--- src/core_pkg.sv ---
`default_nettype none

package core_pkg;

    localparam int INSN_SIZE     = 16;
    localparam int INSN_COUNT    = 16;
    localparam int INSN_PTR_SIZE = 4;

    localparam int REG_SIZE      = 8;
    localparam int REG_COUNT     = 16;
    localparam int REG_PTR_SIZE  = 4;

    localparam int CORE_ID_SIZE  = 2;   // bank select bits
    // low two bits of src_1 sit above the full src_0 value
    localparam int ADDR_SIZE     = REG_SIZE + CORE_ID_SIZE;

    typedef enum logic [3:0] {
        NOP = 4'd0,
        ADD,
        SUB,
        MUL,
        DIV,
        CMPGE,
        RSHIFT,
        LSHIFT,
        AND,
        OR,
        XOR,
        LD,
        SET_CONST,
        ST,
        BNZ,
        READY = 4'd15
    } opcode_e;

    typedef union packed {
        struct packed {
            opcode_e                  opcode;
            logic [REG_PTR_SIZE-1:0]  src_0;
            logic [REG_PTR_SIZE-1:0]  src_1;
            logic [REG_PTR_SIZE-1:0]  src_2;    // dst for alu ops and ld
        } r;
        struct packed {
            opcode_e                  opcode;
            logic [REG_PTR_SIZE-1:0]  dst;
            logic [REG_SIZE-1:0]      value;
        } c;
        struct packed {
            opcode_e                  opcode;
            logic [REG_PTR_SIZE-1:0]  cond;
            logic [INSN_PTR_SIZE-1:0] target;
            logic [INSN_SIZE-4-REG_PTR_SIZE-INSN_PTR_SIZE-1:0] unused;
        } b;
    } insn_t;

endpackage

`default_nettype wire

--- src/mem_if.sv ---
`timescale 1ns/1ps
`default_nettype none

interface mem_if;
    import core_pkg::*;

    logic [1:0]           enable;     // 01 load, 10 store, 00 idle
    logic [ADDR_SIZE-1:0] addr;
    logic [REG_SIZE-1:0]  wr_data;
    logic [REG_SIZE-1:0]  rd_data;
    logic                 ready;      // one cycle pulse, access completes

    modport core (output enable, output addr, output wr_data, input rd_data, input ready);
    modport memory (input enable, input addr, input wr_data, output rd_data, output ready);

endinterface

`default_nettype wire

--- src/register_file.sv ---
`timescale 1ns/1ps
`default_nettype none

module register_file (
    input  logic                              clk,
    input  logic                              clear,
    input  logic                              init_r0,
    input  logic [core_pkg::REG_SIZE-1:0]     init_r0_data,
    input  logic [core_pkg::REG_PTR_SIZE-1:0] rd_ptr_0,
    input  logic [core_pkg::REG_PTR_SIZE-1:0] rd_ptr_1,
    input  logic [core_pkg::REG_PTR_SIZE-1:0] rd_ptr_2,
    output logic [core_pkg::REG_SIZE-1:0]     rd_data_0,
    output logic [core_pkg::REG_SIZE-1:0]     rd_data_1,
    output logic [core_pkg::REG_SIZE-1:0]     rd_data_2,
    input  logic                              wr_en,
    input  logic [core_pkg::REG_PTR_SIZE-1:0] wr_ptr,
    input  logic [core_pkg::REG_SIZE-1:0]     wr_data
);
    import core_pkg::*;

    logic [REG_SIZE-1:0] regs [REG_COUNT];

    always_ff @(posedge clk)
    begin
        if (clear)
            for (int i = 0; i < REG_COUNT; i++)
                regs[i] <= '0;
        else if (wr_en)
            regs[wr_ptr] <= wr_data;
        if (init_r0)
            regs[0] <= init_r0_data;    // overrides the clear
    end

    // write-through so decode sees the value written back this cycle
    always_comb
    begin
        rd_data_0 = (wr_en && wr_ptr == rd_ptr_0) ? wr_data : regs[rd_ptr_0];
        rd_data_1 = (wr_en && wr_ptr == rd_ptr_1) ? wr_data : regs[rd_ptr_1];
        rd_data_2 = (wr_en && wr_ptr == rd_ptr_2) ? wr_data : regs[rd_ptr_2];
    end

endmodule

`default_nettype wire

--- src/insn_memory.sv ---
`timescale 1ns/1ps
`default_nettype none

module insn_memory (
    input  logic                                                clk,
    input  logic                                                load,
    input  logic [core_pkg::INSN_COUNT*core_pkg::INSN_SIZE-1:0] insn_data,
    input  logic [core_pkg::INSN_PTR_SIZE-1:0]                  insn_ptr,
    output core_pkg::insn_t                                     insn
);
    import core_pkg::*;

    insn_t slots [INSN_COUNT];

    always_ff @(posedge clk)
    begin
        if (load)
            for (int i = 0; i < INSN_COUNT; i++)
                slots[i] <= insn_t'(insn_data[i*INSN_SIZE +: INSN_SIZE]); // slot 0 in low bits
    end

    assign insn = slots[insn_ptr];

endmodule

`default_nettype wire

--- src/alu.sv ---
`timescale 1ns/1ps
`default_nettype none

module alu (
    input  core_pkg::opcode_e             opcode,
    input  logic [core_pkg::REG_SIZE-1:0] a,
    input  logic [core_pkg::REG_SIZE-1:0] b,
    output logic [core_pkg::REG_SIZE-1:0] result,
    output logic                          branch_taken
);
    import core_pkg::*;

    always_comb
    begin
        case (opcode)
            ADD:     result = a + b;
            SUB:     result = a - b;
            MUL:     result = a * b;                    // low byte kept
            DIV:     result = (b == '0) ? '0 : a / b;
            CMPGE:   result = REG_SIZE'(a >= b);
            RSHIFT:  result = a >> b[2:0];
            LSHIFT:  result = a << b[2:0];
            AND:     result = a & b;
            OR:      result = a | b;
            XOR:     result = a ^ b;
            default: result = '0;
        endcase
    end

    assign branch_taken = (a != '0);

endmodule

`default_nettype wire

--- src/core_pipeline.sv ---
`timescale 1ns/1ps
`default_nettype none

module core_pipeline #(
    parameter logic [core_pkg::CORE_ID_SIZE-1:0] CORE_ID = '0
) (
    input  logic                                                clk,
    input  logic                                                reset,
    input  logic                                                init_r0_flag,
    input  logic [core_pkg::REG_SIZE-1:0]                       init_r0_data,
    input  logic [core_pkg::INSN_COUNT*core_pkg::INSN_SIZE-1:0] insn_data,
    input  logic                                                start,
    output logic                                                ready,
    mem_if.core                                                 mem
);
    import core_pkg::*;

    localparam insn_t NOP_INSN   = '0;
    localparam insn_t READY_INSN = insn_t'({READY, {(INSN_SIZE - $bits(opcode_e)){1'b0}}});

    function automatic logic is_alu(insn_t i);
        return i.r.opcode inside {ADD, SUB, MUL, DIV, CMPGE, RSHIFT, LSHIFT, AND, OR, XOR};
    endfunction

    function automatic logic writes_reg(insn_t i);
        return is_alu(i) || i.r.opcode == LD || i.r.opcode == SET_CONST;
    endfunction

    function automatic logic [REG_PTR_SIZE-1:0] dst_of(insn_t i);
        return (i.r.opcode == SET_CONST) ? i.c.dst : i.r.src_2;
    endfunction

    function automatic logic is_mem(insn_t i);
        return i.r.opcode == LD || i.r.opcode == ST;
    endfunction

    logic [INSN_PTR_SIZE-1:0]          insn_ptr;
    insn_t                             fd_insn;
    insn_t                             dx_insn;
    insn_t                             xm_insn;
    insn_t                             mw_insn;
    logic [REG_SIZE-1:0]               dx_src_0;
    logic [REG_SIZE-1:0]               dx_src_1;
    logic [REG_SIZE-1:0]               dx_src_2;
    logic [REG_SIZE-1:0]               xm_result;   // src_0 for ld and st
    logic [REG_SIZE-1:0]               xm_src_1;
    logic [REG_SIZE-1:0]               xm_src_2;
    logic [REG_SIZE-1:0]               mw_result;
    logic [REG_SIZE-1:0]               mw_load_data;

    logic                              go;
    logic                              freeze;
    logic                              stall;
    logic                              halt;
    logic                              branch_taken;
    logic                              alu_branch;
    logic [INSN_COUNT*INSN_SIZE-1:0]   program_data;
    insn_t                             im_insn;
    insn_t                             fetch_insn;
    logic [REG_SIZE-1:0]               rd_data_0;
    logic [REG_SIZE-1:0]               rd_data_1;
    logic [REG_SIZE-1:0]               rd_data_2;
    logic                              xm_fwd;
    logic                              mw_fwd;
    logic [REG_PTR_SIZE-1:0]           dx_dst;
    logic [REG_PTR_SIZE-1:0]           xm_dst;
    logic [REG_PTR_SIZE-1:0]           mw_dst;
    logic [REG_SIZE-1:0]               x_src_0;
    logic [REG_SIZE-1:0]               x_src_1;
    logic [REG_SIZE-1:0]               x_src_2;
    logic [REG_SIZE-1:0]               alu_result;
    logic [REG_SIZE-1:0]               x_result;
    logic                              m_ld_fwd;
    logic [REG_SIZE-1:0]               m_src_0;
    logic [REG_SIZE-1:0]               m_src_1;
    logic [REG_SIZE-1:0]               m_src_2;
    logic [REG_SIZE-1:0]               w_result;

    assign go = start && ready;
    assign program_data = reset ? '0 : insn_data;   // reset leaves an all-nop program

    insn_memory u_insn_memory (
        .clk       (clk),
        .load      (reset || go),
        .insn_data (program_data),
        .insn_ptr  (insn_ptr),
        .insn      (im_insn)
    );

    // stop fetching once READY is in flight
    assign halt = fd_insn.r.opcode == READY || dx_insn.r.opcode == READY
               || xm_insn.r.opcode == READY || mw_insn.r.opcode == READY;
    assign fetch_insn = halt ? NOP_INSN
                      : (insn_ptr == INSN_PTR_SIZE'(INSN_COUNT - 1)) ? READY_INSN : im_insn;

    register_file u_register_file (
        .clk          (clk),
        .clear        (reset || go),
        .init_r0      (go && init_r0_flag),
        .init_r0_data (init_r0_data),
        .rd_ptr_0     (fd_insn.r.src_0),
        .rd_ptr_1     (fd_insn.r.src_1),
        .rd_ptr_2     (fd_insn.r.src_2),
        .rd_data_0    (rd_data_0),
        .rd_data_1    (rd_data_1),
        .rd_data_2    (rd_data_2),
        .wr_en        (mw_fwd),
        .wr_ptr       (mw_dst),
        .wr_data      (w_result)
    );

    assign dx_dst = dst_of(dx_insn);
    assign xm_dst = dst_of(xm_insn);
    assign mw_dst = dst_of(mw_insn);
    assign xm_fwd = writes_reg(xm_insn) && xm_insn.r.opcode != LD;  // load data not back yet
    assign mw_fwd = writes_reg(mw_insn);

    // only consumers in execute wait on a load, ld and st pick it up in memory
    assign stall = dx_insn.r.opcode == LD
                && ((is_alu(fd_insn) && (dx_dst == fd_insn.r.src_0 || dx_dst == fd_insn.r.src_1))
                 || (fd_insn.r.opcode == BNZ && dx_dst == fd_insn.b.cond));

    assign x_src_0 = (xm_fwd && xm_dst == dx_insn.r.src_0) ? xm_result
                   : (mw_fwd && mw_dst == dx_insn.r.src_0) ? w_result : dx_src_0;
    assign x_src_1 = (xm_fwd && xm_dst == dx_insn.r.src_1) ? xm_result
                   : (mw_fwd && mw_dst == dx_insn.r.src_1) ? w_result : dx_src_1;
    assign x_src_2 = (xm_fwd && xm_dst == dx_insn.r.src_2) ? xm_result
                   : (mw_fwd && mw_dst == dx_insn.r.src_2) ? w_result : dx_src_2;

    alu u_alu (
        .opcode       (dx_insn.r.opcode),
        .a            (x_src_0),
        .b            (x_src_1),
        .result       (alu_result),
        .branch_taken (alu_branch)
    );

    assign branch_taken = dx_insn.r.opcode == BNZ && alu_branch;

    always_comb
    begin
        if (is_mem(dx_insn))
            x_result = x_src_0;
        else if (dx_insn.r.opcode == SET_CONST)
            x_result = (dx_insn.c.dst == '0) ? REG_SIZE'(CORE_ID) : dx_insn.c.value;
        else
            x_result = alu_result;
    end

    assign m_ld_fwd = mw_insn.r.opcode == LD && is_mem(xm_insn);
    assign m_src_0  = (m_ld_fwd && mw_dst == xm_insn.r.src_0) ? mw_load_data : xm_result;
    assign m_src_1  = (m_ld_fwd && mw_dst == xm_insn.r.src_1) ? mw_load_data : xm_src_1;
    assign m_src_2  = (m_ld_fwd && mw_dst == xm_insn.r.src_2) ? mw_load_data : xm_src_2;

    assign mem.enable  = (xm_insn.r.opcode == LD) ? 2'b01
                       : (xm_insn.r.opcode == ST) ? 2'b10 : 2'b00;
    assign mem.addr    = {m_src_1[CORE_ID_SIZE-1:0], m_src_0};
    assign mem.wr_data = m_src_2;

    assign freeze = ready || (is_mem(xm_insn) && !mem.ready);
    assign w_result = (mw_insn.r.opcode == LD) ? mw_load_data : mw_result;

    always_ff @(posedge clk)
    begin
        if (reset || go)
        begin
            ready    <= 1'b0;
            insn_ptr <= '0;
            fd_insn  <= NOP_INSN;
            dx_insn  <= NOP_INSN;
            xm_insn  <= NOP_INSN;
            mw_insn  <= NOP_INSN;
        end
        else
        begin
            if (mw_insn.r.opcode == READY)
                ready <= 1'b1;
            if (!freeze)
            begin
                mw_insn <= xm_insn;
                xm_insn <= dx_insn;
                if (branch_taken)
                begin
                    insn_ptr <= dx_insn.b.target;
                    dx_insn  <= NOP_INSN;       // flush the two younger ones
                    fd_insn  <= NOP_INSN;
                end
                else if (stall)
                    dx_insn <= NOP_INSN;        // bubble, fetch holds
                else
                begin
                    dx_insn <= fd_insn;
                    fd_insn <= fetch_insn;
                    if (!halt)
                        insn_ptr <= insn_ptr + 1'b1;
                end
            end
        end
    end

    always_ff @(posedge clk)
    begin
        if (!freeze)
        begin
            dx_src_0     <= rd_data_0;
            dx_src_1     <= rd_data_1;
            dx_src_2     <= rd_data_2;
            xm_result    <= x_result;
            xm_src_1     <= x_src_1;
            xm_src_2     <= x_src_2;
            mw_result    <= xm_result;
            mw_load_data <= mem.rd_data;
        end
    end

endmodule

`default_nettype wire

--- src/flat_wrapper.sv ---
// flat-port wrapper written by rule: the top's interface ports become plain ports
module core_pipeline_flat import core_pkg::*;
#(
    parameter logic [core_pkg::CORE_ID_SIZE-1:0] CORE_ID = '0
)
  (clk, reset, init_r0_flag, init_r0_data, insn_data, start, ready, mem_enable, mem_addr, mem_wr_data, mem_rd_data, mem_ready);
  mem_if mem_i ();
  input  logic clk;
  input  logic reset;
  input  logic init_r0_flag;
  input  logic [core_pkg::REG_SIZE-1:0] init_r0_data;
  input  logic [core_pkg::INSN_COUNT*core_pkg::INSN_SIZE-1:0] insn_data;
  input  logic start;
  output logic ready;
  output wire logic [$bits(mem_i.enable)-1:0] mem_enable;
  output wire logic [$bits(mem_i.addr)-1:0] mem_addr;
  output wire logic [$bits(mem_i.wr_data)-1:0] mem_wr_data;
  input wire logic [$bits(mem_i.rd_data)-1:0] mem_rd_data;
  input wire logic [$bits(mem_i.ready)-1:0] mem_ready;
  assign mem_enable = mem_i.enable;
  assign mem_addr = mem_i.addr;
  assign mem_wr_data = mem_i.wr_data;
  assign mem_i.rd_data = mem_rd_data;
  assign mem_i.ready = mem_ready;
  core_pipeline #(.CORE_ID(CORE_ID)) u_core (.clk(clk), .reset(reset), .init_r0_flag(init_r0_flag), .init_r0_data(init_r0_data), .insn_data(insn_data), .start(start), .ready(ready), .mem(mem_i));
endmodule
--- config.mk ---
export PLATFORM = sky130hd
export DESIGN_NAME = core_pipeline_flat
export DESIGN_NICKNAME = d
export VERILOG_FILES = /design/src/core_pkg.sv /design/src/mem_if.sv /design/src/register_file.sv /design/src/insn_memory.sv /design/src/alu.sv /design/src/core_pipeline.sv /design/src/flat_wrapper.sv
export SDC_FILE = /design/constraint.sdc
export NUM_CORES = 1
export LEC_CHECK = 0
export BUFFER_PORTS_ARGS = -buffer_cell sky130_fd_sc_hd__buf_2
export CAP_MARGIN = 40
export CORE_UTILIZATION = 65
export DETAILED_ROUTE_END_ITERATION = 8
export PLACE_DENSITY = 0.93
export SLEW_MARGIN = 20
export SYNTH_ARGS = -nofsm -noshare
export SYNTH_HDL_FRONTEND = slang
export SYNTH_SLANG_ARGS = --single-unit
--- constraint.sdc ---
create_clock -name clk -period 39.5 [get_ports clk]
set_input_delay 7.9 -clock clk [delete_from_list [all_inputs] [get_ports clk]]
set_output_delay 7.9 -clock clk [all_outputs]
set_load 0.03 [all_outputs]
==> impl_metrics.env, run 1 <==
export IMPL_status="complete, but fails checks"
export IMPL_violations="DRC"
export IMPL_post_cts_resized=0
export IMPL_ys_flop_type="edfxtp_1"
export IMPL_antenna_found_initial=21
export IMPL_crit_path_start_kind="flop"
export IMPL_finalSetupViolCount=0
export IMPL_synth_area_leaders="edfxtp_1, mux4_2, nor2b_1, dfxtp_1, ha_1"
export IMPL_drc=1
export IMPL_core_mm2=0.0447
export IMPL_clockPowerShare_pct=25.0
export IMPL_die_y_um=216
export IMPL_clk_latency_ps=640
export IMPL_initial_core_util_pct=66.5
export IMPL_netlist_area_mm2=0.0297
export IMPL_ios=298
export IMPL_hold_buffers=0
export IMPL_fin_crit_ps=15730
export IMPL_avgSynthCellArea_um2=12.6
export IMPL_grt_max_degree=114
export IMPL_cts_made_buffers=53
export IMPL_grt_pass1_wl_um=136000
export IMPL_max_stage_delay_ps=660
export IMPL_rsz0062_at_grt="no"
export IMPL_io_buffers=297
export IMPL_crit_arrival_ps=16080
export IMPL_vias=22864
export IMPL_ant_nets=0
export IMPL_max_freq_mhz=63.6
export IMPL_overflow=0
export IMPL_yosysSeqAreaShare_pct=50.1
export IMPL_tightest_slew_ps=844
export IMPL_syn_num_nets=2734
export IMPL_final_area_mm2=0.0339
export IMPL_gp_congestion=0.986
export IMPL_maxCapViolations=0
export IMPL_cts_setup_buffers=0
export IMPL_cp_startpoint="u_core.mw_insn[15]"
export IMPL_power_density_mw_per_mm2=63.1
export IMPL_end_kind="flop"
export IMPL_synth_enable_flop_cells=442
export IMPL_comb_power_share_pct=42.4
export IMPL_ys_types=83
export IMPL_die_w_um=216
export IMPL_cts_root_buf="clkbuf_16"
export IMPL_detail_route_wl_per_cell_um=28.4
export IMPL_timing_rr_start="u_core.mw_insn[15]"
export IMPL_syn_inst=2361
export IMPL_htreeDepth=2
export IMPL_switching_share_pct=36.8
export IMPL_yosysWarnings=0
export IMPL_total_leakage_power_nw=12.9
export IMPL_pwr_share_seq_pct=32.7
export IMPL_tns_ps=0
export IMPL_fin_nets=2982
export IMPL_skew_ps=43.6
export IMPL_crit_slowest_cell="a311oi_2"
export IMPL_p_sw_mw=0.786
export IMPL_critPathRequiredTime_ps=39850
export IMPL_p_int_mw=1.35
export IMPL_clk_path_buf_depth=3
export IMPL_drt_wl_total_um=92800
export IMPL_synthArstFlopShare_pct=0
export IMPL_drv_slew=0
export IMPL_synth_seq_cells=523
export IMPL_fillCellCount=2460
export IMPL_worstPathMaxFanout=37
export IMPL_period_share_pct=39.8
export IMPL_regToRegSetupSlack_ps=23770
export IMPL_slew_headroom_pct=43.6
export IMPL_hold_class="flop to flop"
export IMPL_drtIter0Drc=3633
export IMPL_finalHoldViolations=0
export IMPL_place_hpwl_um=61800
export IMPL_grt_total_usage_pct=39.1
export IMPL_worstRegToRegCells=67
export IMPL_grt_pass1_vias=22721
export IMPL_viasPerCell=7.00
export IMPL_place_area_mm2=0.0319
export IMPL_synth_area_leader_cell="edfxtp_1"
export IMPL_drive_gt1_share_pct=28.2
export IMPL_clkTransAtPathRegs_ps=70
export IMPL_die_area_mm2=0.0466
export IMPL_num_rows=77
export IMPL_cts_tree="yes"
export IMPL_synth_top_area_share_pct=44.6
export IMPL_timing_rr_end="u_core.xm_result[0]"
export IMPL_drtPass1Iterations=9
export IMPL_crit_path_end="u_core.xm_result[0]"
export IMPL_path_class="flop to flop"
export IMPL_area_growth_pct=14.0
export IMPL_ir_drop_uv=154
export IMPL_cts_sinks=523
-- sequential cells by signal, indices dropped and copies added (netlist names), 12 cells and up, named ones only --
signal / cells
u_core.u_insn_memory.slots: 256
u_core.xm_insn: 16
u_core.fd_insn: 16
u_core.dx_insn: 16
u_core.u_register_file.regs: 128
u_core.mw_insn: 12
-- worst min-delay path by stage --
stage,from,endpoint,slack [ps],depth (start not counted)
2_1_floorplan,u_core.xm_insn[5],u_core.xm_insn[5],450,2
3_3_place_gp,u_core.xm_insn[5],u_core.xm_insn[5],460,2
3_5_place_dp,u_core.xm_insn[5],u_core.xm_insn[5],470,2
4_1_cts,u_core.xm_insn[6],u_core.xm_insn[6],470,2
5_1_grt,u_core.xm_insn[6],u_core.xm_insn[6],500,2
6_report,u_core.xm_insn[6],u_core.xm_insn[6],480,2
-- cell type report --
cell class                      instances  area, um2  share of cell area (%)
Antenna cell                           19       47.5                   0.140
Clock buffer                           70       1510                    4.46
Clock inverter                         29        349                    1.03
Inverter                               59        235                   0.694
Multi-Input combinational cell       1620      14000                    41.3
Sequential cell                       523      14900                    44.0
Tap cell                              592        741                    2.19
Timing Repair Buffer                  352       2110                    6.23
-- critical path, delay by kind of cell (launching register included) --
family / cells / cell delay (ps)
simple gates: 18 / 3750
compound gates: 31 / 5710
xor+xnor: 1 / 200
mux: 7 / 2370
flops: 1 / 400
buf+inv: 3 / 970
fa+ha+maj: 7 / 2020
-- placed cells by master (no fill, tap or decap), types with 60 or more instances in the layout --
cell type  netlist  final
xnor2_1         60     60
mux4_2         201    201
ha_1            82     82
edfxtp_1       442    442
mux2_2          60     60
nor2_1         225    225
a21oi_1         81     80
dfxtp_1         81     72
nor2b_1        265    265
buf_2            7    297
nand2_1        185    185
o21ai_0         76     75
-- Yosys cell counts, types with 51 or more instances --
library cell	count
edfxtp_1	442
nor2b_1	265
nor2_1	225
mux4_2	201
nand2_1	185
clkbuf_1	116
ha_1	82
a21oi_1	81
dfxtp_1	81
o21ai_0	76
mux2_2	60
xnor2_1	60
inv_1	56
mux2i_1	51
-- power groups by stage --
stage          Combinational (mW)  Clock [mW]  Sequential [mW]
6_report                    0.905       0.533            0.699
5_1_grt                     0.984       0.551            0.701
4_1_cts                     0.875       0.529            0.698
3_5_place_dp                0.866           0            0.708
3_3_place_gp                0.821           0            0.704
2_1_floorplan               0.654           0            0.682
-- stage by stage --
stage          hold WS, ps  setup slack (ps)  instances  power (mW)  utilization (%)
2_1_floorplan          448             23180       2361        1.34                -
3_3_place_gp           459             24350       3127        1.53             70.8
3_5_place_dp           465             23740       3141        1.57             71.3
4_1_cts                475             23620       3240        2.10             75.5
5_1_grt                501             22610       3261        2.24             75.8
6_report               481             23770       3264        2.14             75.8
-- kinds of logic after synthesis --
group,after synthesis,synth area share [%]
AO/OA/AOI/OAI,307,6.70
XOR/XNOR,84,2.47
adder cells (fa/ha/maj),97,4.43
buffers and inverters,218,2.92
flip-flops,523,50.1
multiplexers,323,19.8
AND/OR/NAND/NOR,809,13.5
-- routing by layer --
metal	up-vias	part of all wire (%)	routed length [um]	track usage, %
li1	9295	-	-	-
met1	10923	32	30000	47.7
met2	2148	48	44500	64.2
met3	494	12	11500	9.68
met4	4	7.3	6750	21.7
met5	-	0.025	23	0
(Power assumes the default switching activity.)
==> inputs of run 2 (changes only) <==
- ABC_AREA: unset -> 1
- CORE_UTILIZATION: 65 -> 61
- PLACE_DENSITY: 0.93 -> 0.88
- clock period: 39.5 -> 15.7 ns (I/O delays scaled with it)
==> run 2 against run 1 <==
Net effect:
- the flow now finishes without violations
- power grew to 2.7 times the previous value
- synthesized cell count increased by 59%
- fmax increased by 21%
- clock power rose to 2.6 times the previous value
- synthesized area grew 5.2%
- critical endpoint unchanged
==> impl_metrics.env, run 2 <==
export IMPL_skew_ps=60.8
export IMPL_max_freq_mhz=76.6
export IMPL_post_cts_resized=0
export IMPL_drc=0
export IMPL_fin_nets=4308
export IMPL_synth_common_cells="inv_1, nor2_1, nand2_1, edfxtp_1, o21ai_0"
export IMPL_synth_area_leaders="edfxtp_1, inv_1, nor2_1, o21ai_0, nand2_1"
export IMPL_critPathRequiredTime_ps=16000
export IMPL_status="complete, no violations"
export IMPL_overflow=0
export IMPL_fin_crit_ps=13050
export IMPL_grt_max_degree=109
export IMPL_finalHoldViolations=0
export IMPL_max_stage_delay_ps=500
export IMPL_tns_ps=0
export IMPL_avgSynthCellArea_um2=8.34
export IMPL_final_common_cell="inv_1"
export IMPL_cts_root_buf="clkbuf_16"
export IMPL_power_density_mw_per_mm2=166
export IMPL_drv_slew=0
export IMPL_core_mm2=0.0504
export IMPL_gp_congestion=0.996
export IMPL_synthArstFlopShare_pct=0
export IMPL_ant_nets=0
export IMPL_p_sw_mw=2.44
export IMPL_vias=28256
export IMPL_clockPowerShare_pct=23.2
export IMPL_die_area_mm2=0.0522
export IMPL_crit_arrival_ps=13350
export IMPL_tightest_slew_ps=876
export IMPL_crit_slowest_cell="inv_1"
export IMPL_worstPathMaxFanout=20
export IMPL_finalSetupViolCount=0
export IMPL_crit_path_frequent_cell="nand2_1"
export IMPL_period_share_pct=83.1
export IMPL_ys_types=65
export IMPL_final_area_mm2=0.0350
export IMPL_crit_path_start_kind="flop"
export IMPL_yosysWarnings=0
export IMPL_num_rows=82
export IMPL_cts_setup_buffers=0
export IMPL_yosysMostFrequentCell="inv_1"
export IMPL_grt_total_usage_pct=36.1
export IMPL_die_w_um=228
export IMPL_yosysSeqAreaShare_pct=47.6
export IMPL_antenna_found_initial=2
export IMPL_reg_top3="u_core.u_insn_memory.slots (256), u_core.u_register_file.regs (128)"
export IMPL_end_kind="flop"
export IMPL_p_int_mw=3.39
export IMPL_final_cells=4653
export IMPL_synth_area_leader_cell="edfxtp_1"
export IMPL_place_area_mm2=0.0332
export IMPL_power_mw=5.83
export IMPL_hold_ws_ps=456
export IMPL_detail_route_wl_per_cell_um=20.6
export IMPL_cts_sinks=523
export IMPL_drtPass1Iterations=9
export IMPL_top_register="u_core.u_insn_memory.slots"
export IMPL_grt_pass1_vias=26685
export IMPL_clk_latency_ps=640
export IMPL_path_class="flop to flop"
export IMPL_ys_flop_type="edfxtp_1"
export IMPL_cts_tree="yes"
export IMPL_hold_class="flop to flop"
export IMPL_slew_headroom_pct=41.2
export IMPL_clk_path_buf_depth=3
export IMPL_hold_buffers=0
export IMPL_total_leakage_power_nw=15.4
export IMPL_pwr_share_seq_pct=30.2
export IMPL_rsz0062_at_grt="no"
export IMPL_largest_reg_flops=256
export IMPL_syn_num_nets=4121
export IMPL_netlist_area_mm2=0.0313
export IMPL_ir_drop_uv=158
export IMPL_ios=298
export IMPL_htreeDepth=2
export IMPL_switching_share_pct=41.8
export IMPL_io_buffers=297
export IMPL_drive_gt1_share_pct=13.9
export IMPL_area_growth_pct=12.0
export IMPL_die_y_um=228
export IMPL_viasPerCell=6.07
export IMPL_grt_pass1_wl_um=148000
export IMPL_drt_wl_total_um=95800
export IMPL_maxCapViolations=0
export IMPL_synth_enable_flop_cells=442
export IMPL_synth_top_area_share_pct=42.4
export IMPL_syn_inst=3748
export IMPL_comb_power_share_pct=46.6
export IMPL_cts_made_buffers=53
export IMPL_layout_common_cells="inv_1, nor2_1, nand2_1, edfxtp_1, o21ai_0"
export IMPL_place_inst=4552
export IMPL_initial_core_util_pct=62.1
export IMPL_drtIter0Drc=4315
export IMPL_place_hpwl_um=65400
export IMPL_synth_seq_cells=523
export IMPL_clkTransAtPathRegs_ps=60
[run 2: power by group through the flow]
stage	registers [mW]	logic (mW)	clock network [mW]
after global routing	1.77	3.03	1.40
after global placement	1.78	2.57	0
after detailed placement	1.78	2.63	0
after CTS	1.76	2.66	1.35
final	1.76	2.72	1.36
after floorplan	1.74	2.00	0
[run 2: path summary, 6_finish.rpt]
path	cells after the start	slack, ps	start	endpoint
min	2	460	u_core.mw_insn[10]	u_core.mw_insn[10]
max reg2reg	81	2650	u_core.mw_insn[13]	u_core.xm_result[0]
max	81	2650	u_core.mw_insn[13]	u_core.xm_result[0]
min reg2reg	2	460	u_core.mw_insn[10]	u_core.mw_insn[10]
[run 2: critical path, delay by kind of cell (launching register included)]
| family | cells | cell delay (ps) |
|---|---|---|
| AO/OA/AOI/OAI | 30 | 4320 |
| adder cells (fa/ha/maj) | 8 | 2350 |
| buffers and inverters | 11 | 1460 |
| flip-flops | 1 | 370 |
| AND/OR/NAND/NOR | 32 | 4240 |
[run 2: area by class of cell]
| cell class | instances | area, um2 |
|---|---|---|
| antenna | 1 | 2.50 |
| clock buffer | 68 | 1450 |
| clock inverter | 32 | 408 |
| fill | 3820 | 15300 |
| inverter | 592 | 2240 |
| multi-input combinational | 2428 | 13300 |
| sequential | 523 | 14900 |
| tap | 672 | 841 |
| timing repair buffer | 337 | 1860 |
[run 2: routing by layer]
| layer | global-route usage (%) | wire, um |
|---|---|---|
| met3 | 5.70 | 10600 |
| met2 | 57.2 | 43200 |
| met4 | 20.3 | 5900 |
| met5 | 0 | 12 |
| met1 | 47.5 | 36000 |
[run 2: kinds of logic (layout without fill, tap and decap cells)]
family / count (synthesis) / after routing / share of synthesized area, %
AOI/OAI and AO/OA: 950 / 950 / 17.3
xor gates and xnor gates: 44 / 44 / 1.23
adders and majority gates: 96 / 96 / 4.18
buffers and inverters: 797 / 1029 / 9.81
DFF: 523 / 523 / 47.6
muxes: 64 / 64 / 2.05
other: 0 / 1 / 0
and+or+nand+nor: 1274 / 1274 / 17.8
[run 2: through the flow]
step | utilization [%] | setup WS (ps)
6_report | 69.6 | 2650
4_1_cts | 69.6 | 2920
2_1_floorplan | - | 4310
3_5_place_dp | 65.9 | 2990
3_3_place_gp | 65.7 | 3030
5_1_grt | 69.6 | 1460
